[src/hdl/paddle_pkg.sv]
// paddle chooser shared definitions
// source counts, byte widths, mouse clamp limits and the slot bookkeeping types
package paddle_pkg;

	// four paddle slots fed from four of each source type
	localparam int NUM_SLOTS = 4;
	localparam int NUM_SOURCES = 4;
	localparam int POS_W = 8;

	// largest mouse delta taken per report
	localparam int MOUSE_STEP_MAX = 15;
	// accumulator range matches a signed position byte
	localparam int MOUSE_POS_MIN = -128;
	localparam int MOUSE_POS_MAX = 127;

	// analog stick word with y in the upper byte
	typedef struct packed {
		logic signed [POS_W-1:0] y;
		logic signed [POS_W-1:0] x;
	} stick_t;

	// ps/2 report, bit 24 toggles once per new report
	typedef struct packed {
		logic strobe;
		logic [7:0] rsvd_hi;
		logic [POS_W-1:0] dx;
		logic [2:0] rsvd_mid;
		logic dx_sign;
		logic [2:0] rsvd_lo;
		logic button;
	} mouse_report_t;

	// one select bit per detector channel
	typedef struct packed {
		logic [NUM_SOURCES-1:0] stick_x;
		logic [NUM_SOURCES-1:0] stick_y;
		logic [NUM_SOURCES-1:0] spinner;
	} swing_events_t;

	typedef enum logic [1:0] {
		KIND_SPINNER = 2'd0,
		KIND_STICK = 2'd1,
		KIND_MOUSE = 2'd2
	} paddle_kind_e;

	// recorded source of a filled slot
	typedef struct packed {
		paddle_kind_e kind;
		logic [1:0] index;
		logic x_axis;
	} slot_source_t;

	// two's complement byte to offset binary
	function automatic logic [POS_W-1:0] to_offset(input logic [POS_W-1:0] value);
		return {~value[POS_W-1], value[POS_W-2:0]};
	endfunction

endpackage

[src/hdl/mouse_position.sv]
// mouse position tracker
// accumulates clamped x deltas into a signed position on each report toggle
`timescale 1ns/1ps

module mouse_position (
	input logic clk,
	input logic reset,
	input paddle_pkg::mouse_report_t mouse,
	output logic [paddle_pkg::POS_W-1:0] mouse_pos
);
	import paddle_pkg::*;

	logic strobe_q;
	logic signed [POS_W-1:0] acc;
	logic signed [POS_W:0] delta;
	logic signed [POS_W:0] step;
	logic signed [POS_W:0] sum;

	always_comb begin
		// 9 bit signed delta from sign and magnitude byte
		delta = {mouse.dx_sign, mouse.dx};
		if (delta > MOUSE_STEP_MAX)
			step = (POS_W+1)'(MOUSE_STEP_MAX);
		else if (delta < -MOUSE_STEP_MAX)
			step = (POS_W+1)'(-MOUSE_STEP_MAX);
		else
			step = delta;
		// cannot overflow 9 bits with a byte accumulator
		sum = acc + step;
	end

	always_ff @(posedge clk) begin
		// strobe copy tracks the report even in reset
		// so releasing reset never looks like a toggle
		strobe_q <= mouse.strobe;
		if (reset) begin
			acc <= '0;
		end else if (mouse.strobe != strobe_q) begin
			if (sum > MOUSE_POS_MAX)
				acc <= POS_W'(MOUSE_POS_MAX);
			else if (sum < MOUSE_POS_MIN)
				acc <= POS_W'(MOUSE_POS_MIN);
			else
				acc <= sum[POS_W-1:0];
		end
	end

	// offset binary for the mux
	assign mouse_pos = to_offset(acc);

	// position moves only on a toggle and by no more than one clamped step
	assert property (@(posedge clk) disable iff (reset)
		!$past(reset) && acc != $past(acc) |->
			$past(mouse.strobe != strobe_q) &&
			acc - $past(acc) <= MOUSE_STEP_MAX &&
			acc - $past(acc) >= -MOUSE_STEP_MAX);

endmodule

[src/hdl/paddle_assigner.sv]
// slot assigner
// fills the lowest open slot with the highest priority unclaimed source
// one claim per cycle, each source claims at most one slot
`timescale 1ns/1ps

module paddle_assigner (
	input logic clk,
	input logic reset,
	input logic [paddle_pkg::NUM_SLOTS-1:0] mask,
	input paddle_pkg::swing_events_t events,
	input logic mouse_button,
	output logic [paddle_pkg::NUM_SLOTS-1:0] assigned,
	output logic [paddle_pkg::NUM_SLOTS-1:0] filled,
	output paddle_pkg::slot_source_t [paddle_pkg::NUM_SLOTS-1:0] slot_src
);
	import paddle_pkg::*;

	// claimed flags per source
	logic [NUM_SOURCES-1:0] spinner_claimed;
	// one flag covers both axes of a stick
	logic [NUM_SOURCES-1:0] stick_claimed;
	logic mouse_claimed;

	logic [NUM_SLOTS-1:0] open;
	logic [NUM_SLOTS-1:0] target_oh;
	logic pick_valid;
	slot_source_t pick;
	logic take;

	// lowest enabled slot not yet filled
	assign open = mask & ~filled;
	assign target_oh = open & (~open + 1'b1);

	always_comb begin
		pick_valid = 1'b0;
		pick = '{kind: KIND_SPINNER, index: 2'd0, x_axis: 1'b0};
		// lowest priority first, later hits override
		// stick x axes
		for (int i = 0; i < NUM_SOURCES; i++) begin
			if (events.stick_x[i] && !stick_claimed[i]) begin
				pick_valid = 1'b1;
				pick = '{kind: KIND_STICK, index: 2'(i), x_axis: 1'b1};
			end
		end
		// stick y axes
		for (int i = 0; i < NUM_SOURCES; i++) begin
			if (events.stick_y[i] && !stick_claimed[i]) begin
				pick_valid = 1'b1;
				pick = '{kind: KIND_STICK, index: 2'(i), x_axis: 1'b0};
			end
		end
		// spinners
		for (int i = 0; i < NUM_SOURCES; i++) begin
			if (events.spinner[i] && !spinner_claimed[i]) begin
				pick_valid = 1'b1;
				pick = '{kind: KIND_SPINNER, index: 2'(i), x_axis: 1'b0};
			end
		end
		// mouse press beats everything
		if (mouse_button && !mouse_claimed) begin
			pick_valid = 1'b1;
			pick = '{kind: KIND_MOUSE, index: 2'd0, x_axis: 1'b0};
		end
	end

	// nothing happens once every enabled slot is taken
	assign take = pick_valid && |open;

	always_ff @(posedge clk) begin
		if (reset) begin
			assigned <= '0;
			filled <= '0;
			slot_src <= '0;
			spinner_claimed <= '0;
			stick_claimed <= '0;
			mouse_claimed <= 1'b0;
		end else begin
			// assigned is a single cycle pulse
			assigned <= '0;
			if (take) begin
				assigned <= target_oh;
				filled <= filled | target_oh;
				for (int s = 0; s < NUM_SLOTS; s++) begin
					if (target_oh[s])
						slot_src[s] <= pick;
				end
				case (pick.kind)
					KIND_SPINNER: spinner_claimed[pick.index] <= 1'b1;
					KIND_STICK: stick_claimed[pick.index] <= 1'b1;
					KIND_MOUSE: mouse_claimed <= 1'b1;
					default: ;
				endcase
			end
		end
	end

	// at most one slot per cycle
	assert property (@(posedge clk) disable iff (reset) $onehot0(assigned));

	// a pulse only lands on a slot that was enabled and open the cycle before
	assert property (@(posedge clk) disable iff (reset)
		(assigned & ~$past(mask & ~filled)) == '0);

endmodule

[src/hdl/paddle_chooser.sv]
// paddle chooser top level
// swing detector and mouse tracker feed the slot assigner
// the output mux presents each filled slot as a paddle
`timescale 1ns/1ps

module paddle_chooser (
	input logic clk,
	input logic reset,
	input logic [paddle_pkg::NUM_SLOTS-1:0] mask,
	input paddle_pkg::stick_t [paddle_pkg::NUM_SOURCES-1:0] stick,
	input logic [paddle_pkg::NUM_SOURCES-1:0][paddle_pkg::POS_W-1:0] spinner,
	input paddle_pkg::mouse_report_t mouse,
	input logic [paddle_pkg::NUM_SOURCES-1:0] buttons_in,
	output logic [paddle_pkg::NUM_SLOTS-1:0] assigned,
	output logic [paddle_pkg::NUM_SLOTS-1:0][paddle_pkg::POS_W-1:0] pd_out,
	output paddle_pkg::paddle_kind_e [paddle_pkg::NUM_SLOTS-1:0] paddle_kind,
	output logic [paddle_pkg::NUM_SLOTS-1:0] paddle_but
);
	import paddle_pkg::*;

	swing_events_t events;
	logic [POS_W-1:0] mouse_pos;
	logic [NUM_SLOTS-1:0] filled;
	slot_source_t [NUM_SLOTS-1:0] slot_src;

	// change to extreme on any stick axis or spinner
	swing_detect swing_detect_inst (
		.clk(clk),
		.stick(stick),
		.spinner(spinner),
		.events(events)
	);

	mouse_position mouse_position_inst (
		.clk(clk),
		.reset(reset),
		.mouse(mouse),
		.mouse_pos(mouse_pos)
	);

	paddle_assigner paddle_assigner_inst (
		.clk(clk),
		.reset(reset),
		.mask(mask),
		.events(events),
		.mouse_button(mouse.button),
		.assigned(assigned),
		.filled(filled),
		.slot_src(slot_src)
	);

	paddle_mux paddle_mux_inst (
		.filled(filled),
		.slot_src(slot_src),
		.stick(stick),
		.spinner(spinner),
		.buttons_in(buttons_in),
		.mouse_pos(mouse_pos),
		.mouse_button(mouse.button),
		.pd_out(pd_out),
		.paddle_but(paddle_but)
	);

	// kind of each slot straight from the recorded source
	for (genvar s = 0; s < NUM_SLOTS; s++) begin : g_kind
		assign paddle_kind[s] = slot_src[s].kind;
	end

endmodule

[src/hdl/paddle_mux.sv]
// paddle output mux
// routes the recorded source of each filled slot to its position byte and button
`timescale 1ns/1ps

module paddle_mux (
	input logic [paddle_pkg::NUM_SLOTS-1:0] filled,
	input paddle_pkg::slot_source_t [paddle_pkg::NUM_SLOTS-1:0] slot_src,
	input paddle_pkg::stick_t [paddle_pkg::NUM_SOURCES-1:0] stick,
	input logic [paddle_pkg::NUM_SOURCES-1:0][paddle_pkg::POS_W-1:0] spinner,
	input logic [paddle_pkg::NUM_SOURCES-1:0] buttons_in,
	input logic [paddle_pkg::POS_W-1:0] mouse_pos,
	input logic mouse_button,
	output logic [paddle_pkg::NUM_SLOTS-1:0][paddle_pkg::POS_W-1:0] pd_out,
	output logic [paddle_pkg::NUM_SLOTS-1:0] paddle_but
);
	import paddle_pkg::*;

	logic stick0_used;

	// stick 0 button doubles as a mouse button until stick 0 owns a slot
	always_comb begin
		stick0_used = 1'b0;
		for (int s = 0; s < NUM_SLOTS; s++) begin
			if (filled[s] && slot_src[s].kind == KIND_STICK && slot_src[s].index == 2'd0)
				stick0_used = 1'b1;
		end
	end

	always_comb begin
		for (int s = 0; s < NUM_SLOTS; s++) begin
			// open slots read zero
			pd_out[s] = '0;
			paddle_but[s] = 1'b0;
			if (filled[s]) begin
				case (slot_src[s].kind)
					KIND_SPINNER: begin
						pd_out[s] = ~spinner[slot_src[s].index];
						paddle_but[s] = buttons_in[slot_src[s].index];
					end
					KIND_STICK: begin
						// recorded axis in offset binary, then inverted
						if (slot_src[s].x_axis)
							pd_out[s] = ~to_offset(stick[slot_src[s].index].x);
						else
							pd_out[s] = ~to_offset(stick[slot_src[s].index].y);
						paddle_but[s] = buttons_in[slot_src[s].index];
					end
					KIND_MOUSE: begin
						pd_out[s] = ~mouse_pos;
						paddle_but[s] = mouse_button | (buttons_in[0] & ~stick0_used);
					end
					default: ;
				endcase
			end
		end
	end

endmodule

[src/hdl/swing_detect.sv]
// swing detector for sticks and spinners
// flags a channel for one cycle when its value changes and ends up in the
// top or bottom quarter of the range
`timescale 1ns/1ps

module swing_detect (
	input logic clk,
	input paddle_pkg::stick_t [paddle_pkg::NUM_SOURCES-1:0] stick,
	input logic [paddle_pkg::NUM_SOURCES-1:0][paddle_pkg::POS_W-1:0] spinner,
	output paddle_pkg::swing_events_t events
);
	import paddle_pkg::*;

	// channel layout follows swing_events_t packing
	// stick x on top, then stick y, spinners at the bottom
	logic [$bits(swing_events_t)-1:0][POS_W-1:0] chan;
	logic [$bits(swing_events_t)-1:0][POS_W-1:0] last;
	logic [$bits(swing_events_t)-1:0] sel;

	always_comb begin
		for (int i = 0; i < NUM_SOURCES; i++) begin
			chan[2*NUM_SOURCES+i] = to_offset(stick[i].x);
			chan[NUM_SOURCES+i] = to_offset(stick[i].y);
			// spinners are already unsigned
			chan[i] = spinner[i];
		end
	end

	always_ff @(posedge clk) begin
		for (int c = 0; c < $bits(swing_events_t); c++) begin
			last[c] <= chan[c];
			// extreme means top two bits equal
			sel[c] <= (chan[c] != last[c]) &&
				(&chan[c][POS_W-1:POS_W-2] || ~|chan[c][POS_W-1:POS_W-2]);
		end
	end

	assign events = swing_events_t'(sel);

	// back to back selects on one input need a fresh change of that same input
	for (genvar i = 0; i < NUM_SOURCES; i++) begin : g_chk
		assert property (@(posedge clk)
			events.spinner[i] && $past(events.spinner[i]) |->
				$past(spinner[i], 1) != $past(spinner[i], 2));
		assert property (@(posedge clk)
			events.stick_y[i] && $past(events.stick_y[i]) |->
				$past(stick[i].y, 1) != $past(stick[i].y, 2));
		assert property (@(posedge clk)
			events.stick_x[i] && $past(events.stick_x[i]) |->
				$past(stick[i].x, 1) != $past(stick[i].x, 2));
	end

endmodule

[config.mk]
export PLATFORM = sky130hd
export DESIGN_NAME = paddle_chooser
export DESIGN_NICKNAME = d
export VERILOG_FILES = /design/src/hdl/paddle_pkg.sv /design/src/hdl/mouse_position.sv /design/src/hdl/paddle_assigner.sv /design/src/hdl/paddle_chooser.sv /design/src/hdl/paddle_mux.sv /design/src/hdl/swing_detect.sv
export SDC_FILE = /design/constraint.sdc
export NUM_CORES = 1
export LEC_CHECK = 0
export BUFFER_PORTS_ARGS = -buffer_cell sky130_fd_sc_hd__buf_2
export CORE_ASPECT_RATIO = 1.75
export CORE_MARGIN = 2
export CORE_UTILIZATION = 25
export DETAILED_ROUTE_END_ITERATION = 8
export GPL_TIMING_DRIVEN = 1
export SYNTH_ARGS = -nofsm -noshare
export SYNTH_HDL_FRONTEND = slang
export SYNTH_SLANG_ARGS = --single-unit
[constraint.sdc]
create_clock -name clk -period 4.36 [get_ports clk]
set_clock_uncertainty 0.05 [all_clocks]
set_input_delay 0.872 -clock clk [delete_from_list [all_inputs] [get_ports clk]]
set_output_delay 0.872 -clock clk [all_outputs]
set_load 0.005 [all_outputs]
== After elaboration in Yosys (flattened, before gate mapping) ==
Index checks and enable logic that the tools add are counted.
Cells by class
  add/subtract/negate cells: 2
  $mul: 0
  div/mod/pow operators: 0
  order comparisons: 10
  equality and inequality tests: 23
  shift-type cells: 0
  mux-type cells: 80
  bitwise gates (word level): 41
  reductions and logical operators: 114
Operators by type and width (count)
  $bmux 16 s2: 4
  $mux 8: 14
  $not 8->8: 13
  $ne 8x8->1: 12
  $pmux 8 s3: 4
  $bmux 8 s2: 4
  $mux 16: 4
  $mux 4: 12
  $reduce_and 2->1: 19
  $logic_and 1x1->1: 35
  $reduce_or 2->1: 17
  $mux 1: 26
  $logic_not 1->1: 21
  $not 1->1: 19
  $logic_not 2->1: 9
  $mux 9: 2
  $lt 2x3->1 const B: 5
  $logic_or 1x1->1: 12
  $or 4x4->4: 3
  $eq 2x1->1 const B: 5
  $eq 2x2->1 const B: 5
  $add 8x9->9: 1
  $gt 9x5->1 const B: 1
  $gt 9x8->1 const B: 1
  14 further kinds: 22
Storage, ports and cells
  register bits after elaboration: 154
  bits in latches: 0
  RAM bits: 0
  bits in read-only memories: 0
  bits of input ports: 131
  output and inout bits: 48
  logic and storage cells: 302
  memories kept: 0

== Longest topological paths before layout ==
  depth after elaboration: 20
  depth in mapped cells: 13
  depth with buffers taken out: 13

== Hierarchy ==
From an unflattened synthesis, not the netlist that was laid out.
Second synthesis, totals
  cell total of the unflattened synthesis: 882
  area, all modules: 9820.7 um2
Modules (own cells, without submodules)
  paddle_mux: instances 1, cells an instance 323, area an instance 3837.4 um2, sequential area each 0.0 um2
  swing_detect: instances 1, cells an instance 260, area an instance 3348.2 um2, sequential area each 2162.1 um2
  paddle_assigner: instances 1, cells an instance 181, area an instance 1656.6 um2, sequential area each 740.7 um2
  mouse_position: instances 1, cells an instance 118, area an instance 978.4 um2, sequential area each 180.2 um2

== Least setup slack after synthesis ==
OpenSTA, ideal clock, no wires.
  kind: input-to-reg
  from: input mouse[12] (netlist bit)
  to: register mouse_position_inst.acc[0]
  setup time: 0.116 ns
  data arrival time: 3.591 ns
  required time: 4.194 ns
  slack: 0.603 ns
  stages: 13
  path buffers: 0
  path through: nand4_1 > or3_1 > ha_1 > or3_1 > ha_1 > inv_1 > fa_1 > nand3b_1 > a31oi_1 > o41a_1 > xnor2_1 > nand3_1 > o211a_1
Between the ends
  cells in the longest elaborated chain, start to end: 7
  elaborated cells on any way between the ends: 9
  classes of those cells: add/sub: 1; order compare: 4; mux: 4
RTL lines
  start, declared: RTL line paddle_chooser.sv:12  | input paddle_pkg::mouse_report_t mouse,
  $lt 9x5->1: RTL line mouse_position.sv:24  | else if (delta < -MOUSE_STEP_MAX)
  $mux 9: RTL line mouse_position.sv:24
  $mux 9 (*): RTL line mouse_position.sv:22  | if (delta > MOUSE_STEP_MAX)
  $add 8x9->9 (*): RTL line mouse_position.sv:29  | sum = acc + step;
  $lt 9x8->1: RTL line mouse_position.sv:41  | else if (sum < MOUSE_POS_MIN)
  $mux 8: RTL line mouse_position.sv:41
  $mux 8 (*): RTL line mouse_position.sv:39  | if (sum > MOUSE_POS_MAX)
  end signal, assigned: RTL line mouse_position.sv:40  | acc <= POS_W'(MOUSE_POS_MAX);
  end signal, assigned: RTL line mouse_position.sv:42  | acc <= POS_W'(MOUSE_POS_MIN);
  end signal, assigned: RTL line mouse_position.sv:44  | acc <= sum[POS_W-1:0];
  end, declared: RTL line mouse_position.sv:14  | logic signed [POS_W-1:0] acc;
Mark *: on every way between the ends. The rest lies on a longest branch, timed or not.
A chain may end at the register's enable or synchronous reset.

==> flow_summary.yaml <==
logic_synthesis:
  syn_area_per_cell_um2: 10.8
  synth_top_area_share_pct: 32.4
  synth.area.top_cells: "dfxtp_1 (32%), mux4_2 (24%), xor2_1 (7.4%)"
  synth.net_count: 1025
  yosysTopAreaCell: "dfxtp_1"
  ys_ff_latch: 154
  synth.yosys.seq_area_share_pct: 32.4
  synth_ff_type: "dfxtp_1"
  ys_warn_count: 0
  synth-async-reset-ratio_pct: 0
  synthMuxAreaShare_pct: 29.0
  synth-xor-area-share_pct: 10.4
  synth_compound_area_share_pct: 9.97
  yosysUniqueCellTypes: 57
  synth_fa_ha_area_share_pct: 1.53
  synth_top_family_by_area: "multiplexers"
  synth_cells: 883
  synth_edf_count: 0
  syn_area_um2: 9500
  synth_simple_gate_area_share_pct: 12.2
clocking:
  ctsResizeCount: 0
  cts.clk_slew.worst_paths_ns: 0.07
  ctsHoldBuffers: 0
  cts.htree.levels: 4
  ctsLongestPathBuffers: 2
  cts_root_buf: "clkbuf_16"
  post-cts-setup-buffers: 0
  tritoncts: "built"
  clock_latency_ns: 0.45
  cts_buffers: 17
  cts_sinks: 154
worst_hold_path:
  min_path_cells: 2
  min-delay-start: "paddle_assigner_inst.spinner_claimed[0]"
  hp-class: "reg -> reg"
  min_to: "paddle_assigner_inst.spinner_claimed[0]"
global_routing:
  grt_antenna_before_repair: 7
  grt_pass1_wl_um: 49300
  grt_pass1_vias: 7855
  gr-total-overflow: 0
  grt_max_degree: 46
  grtUsageTotal_pct: 17.3
worst_setup_path:
  worstPathMaxFanout: 23
  arrival_ns: 3.11
  reg2reg_from: "mouse_position_inst.acc[0]"
  cp-end-kind: "output port"
  crit_path_top_delay_cell: "dfxtp_1"
  crit_type: "reg -> out"
  cp.required_ns: 3.44
  crit_path_max_incr_delay_ns: 1.20
  path_cells: "buf_4 -> mux4_2 -> mux2i_1 -> a21oi_1 -> nor2_1 -> buf_2"
  start_kind: "flop"
  r2r-end: "mouse_position_inst.acc[0]"
  r2r_slack_ns: 1.64
  r2r_cells: 9
floorplan:
  core_area_um2: 37500
  start_util_pct: 25.3
  die_width_um: 151
  die-area_um2: 39600
  ios: 179
  rows: 94
  die_y_um: 262
sta:
  slew_violations: 0
  worst_pin_slew_ns: 1.33
  max_freq_ghz: 0.248
  setup_ws_ns: 0.325
  final_hold_viol_count: 0
  maxSlewHeadroom_pct: 11.5
  setup_viol: 0
  grt_setup_unrepaired: "false"
  setup_tns_ns: 0
  min_period_over_period_pct: 92.5
  period_minus_slack_ns: 4.03
finish:
  fill_cells: 3898
  area_growth_pct: 18.1
  nets: 1155
  layout-drive-gt1-share_pct: 30.8
  final_cell_mix: "buf_2 (164), dfxtp_1 (150), mux4_2 (100)"
  final_common_cell: "buf_2"
routing:
  route.met3.wl_um: 2240
  viasPerCell: 5.13
  maxUsedRoutingLayer: "met5"
  first_iter_violations: 675
  drt_wl_total_um: 33800
  met2_length_um: 17300
  wire_per_inst_um: 22.4
  via_count: 7742
  ant_nets: 0
  drc_errors: 0
  wl_met1_um: 12300
  dr.pass1.iters: 5
power:
  power_uw: 4100
  peakVddDrop_uv: 280
  cellPowerDensity_nw_per_um2: 366
  p_leak_uw: 0.00426
placement:
  dp_slack_ns: 0.122
  dp_hpwl_um: 26900
  place.gp.congestion: 0.958
  buffer_ports.inserted: 164
job:
  cap_violations: 0
outcome:
  status: "finished, final reports clean"
[state kept, by name, indices dropped and copies added (netlist names)]
name	flops
paddle_assigner_inst.assigned	4
paddle_assigner_inst.stick_claimed	4
swing_detect_inst.last	96
paddle_assigner_inst.mouse_claimed	1
paddle_assigner_inst.filled	4
mouse_position_inst.acc	8
mouse_position_inst.strobe_q	1
paddle_assigner_inst.slot_src	20
paddle_assigner_inst.spinner_claimed	4
swing_detect_inst.events	12
[layout make-up]
| class | instances | area, um^2 | area share, % |
|---|---|---|---|
| clock inverters | 12 | 115 | 1.03 |
| multi-input cells | 643 | 6000 | 53.4 |
| diodes | 3 | 7.51 | 0.0669 |
| clock buffers | 19 | 443 | 3.95 |
| repair buffers | 171 | 873 | 7.78 |
| well taps | 480 | 601 | 5.35 |
| flip-flops and latches | 154 | 3090 | 27.5 |
| inverters | 26 | 97.6 | 0.870 |
[cells by family (layout without fill, tap and decap cells)]
kind of cell               after synthesis  after routing
other                                    0              3
muxes                                  150            150
DFF                                    154            154
buffers and inverters                   86            228
xor gates and xnor gates               113            113
and+or+nand+nor                        224            224
AOI/OAI and AO/OA                      145            145
adders and majority gates               11             11
[per-stage QoR]
step	utilization [%]	cells	cell area (um^2)	hold WS [ns]
after floorplan	-	883	9500	0.370
after global placement	28.4	1474	10700	0.379
after detailed placement	28.4	1474	10700	0.384
after CTS	29.9	1505	11200	0.394
after global routing	29.9	1507	11200	0.415
final	29.9	1508	11200	0.391
[worst max-delay path: cells and delay by family, from the launching register on]
family | cells | cell delay, ns
buffers and inverters | 2 | 0.47
DFF | 1 | 1.20
AOI/OAI and AO/OA | 1 | 0.13
muxes | 2 | 0.67
and+or+nand+nor | 1 | 0.18
[cells in the mapped netlist (2+ instances only)]
cell and n:
nor3_1 3, clkinv_1 2, and2_1 3, nor2b_1 45
buf_4 14, or3_1 5, a21oi_1 57, buf_2 14
o41a_1 2, o22ai_1 3, nand3_1 5, o21ai_2 3
nand2b_1 15, nand2_1 24, ha_1 10, xor2_1 80
o21ai_0 15, dfxtp_1 154, a31oi_1 6, or4_1 2
nand4_1 4, clkbuf_1 23, nor4_1 24, mux2i_1 49
a21o_1 4, a211oi_1 25, mux4_2 100, o211a_1 7
buf_1 5, a22oi_1 9, nor4b_1 2, o2111ai_1 2
or2b_1 2, nor3b_1 2, inv_1 24, and2b_1 2
buf_6 4, o21a_1 4, xnor2_1 33, nor2_1 79
[per-layer routing]
layer | global-route usage [%] | vias to the layer above
li1 | - | 3512
met1 | 19.1 | 3731
met2 | 30.5 | 394
met3 | 3.92 | 99
met4 | 9.68 | 6
met5 | 0 | -
[report_power, final]
part / leakage, uW / total (uW) / internal, uW / switching, uW
combinational: 0.00270 / 1020 / 480 / 538
clock: 0.000272 / 1440 / 804 / 635
sequential: 0.00129 / 1650 / 1510 / 142
total: 0.00426 / 4100 / 2790 / 1310
[how the worst max path moves through the flow]
stage	start	to	slack (ns)	cells past startpoint
after global placement	mouse[12]	mouse_position_inst.acc[6]	0.12	14
after CTS	paddle_assigner_inst.slot_src[6]	pd_out[13]	0.36	6
after global routing	paddle_assigner_inst.slot_src[6]	pd_out[13]	0.17	6
after detailed placement	mouse[12]	mouse_position_inst.acc[6]	0.12	14
final	paddle_assigner_inst.slot_src[12]	pd_out[16]	0.33	6
after floorplan	mouse[12]	mouse_position_inst.acc[0]	0.60	13
Power figures use the tool's default switching activity.
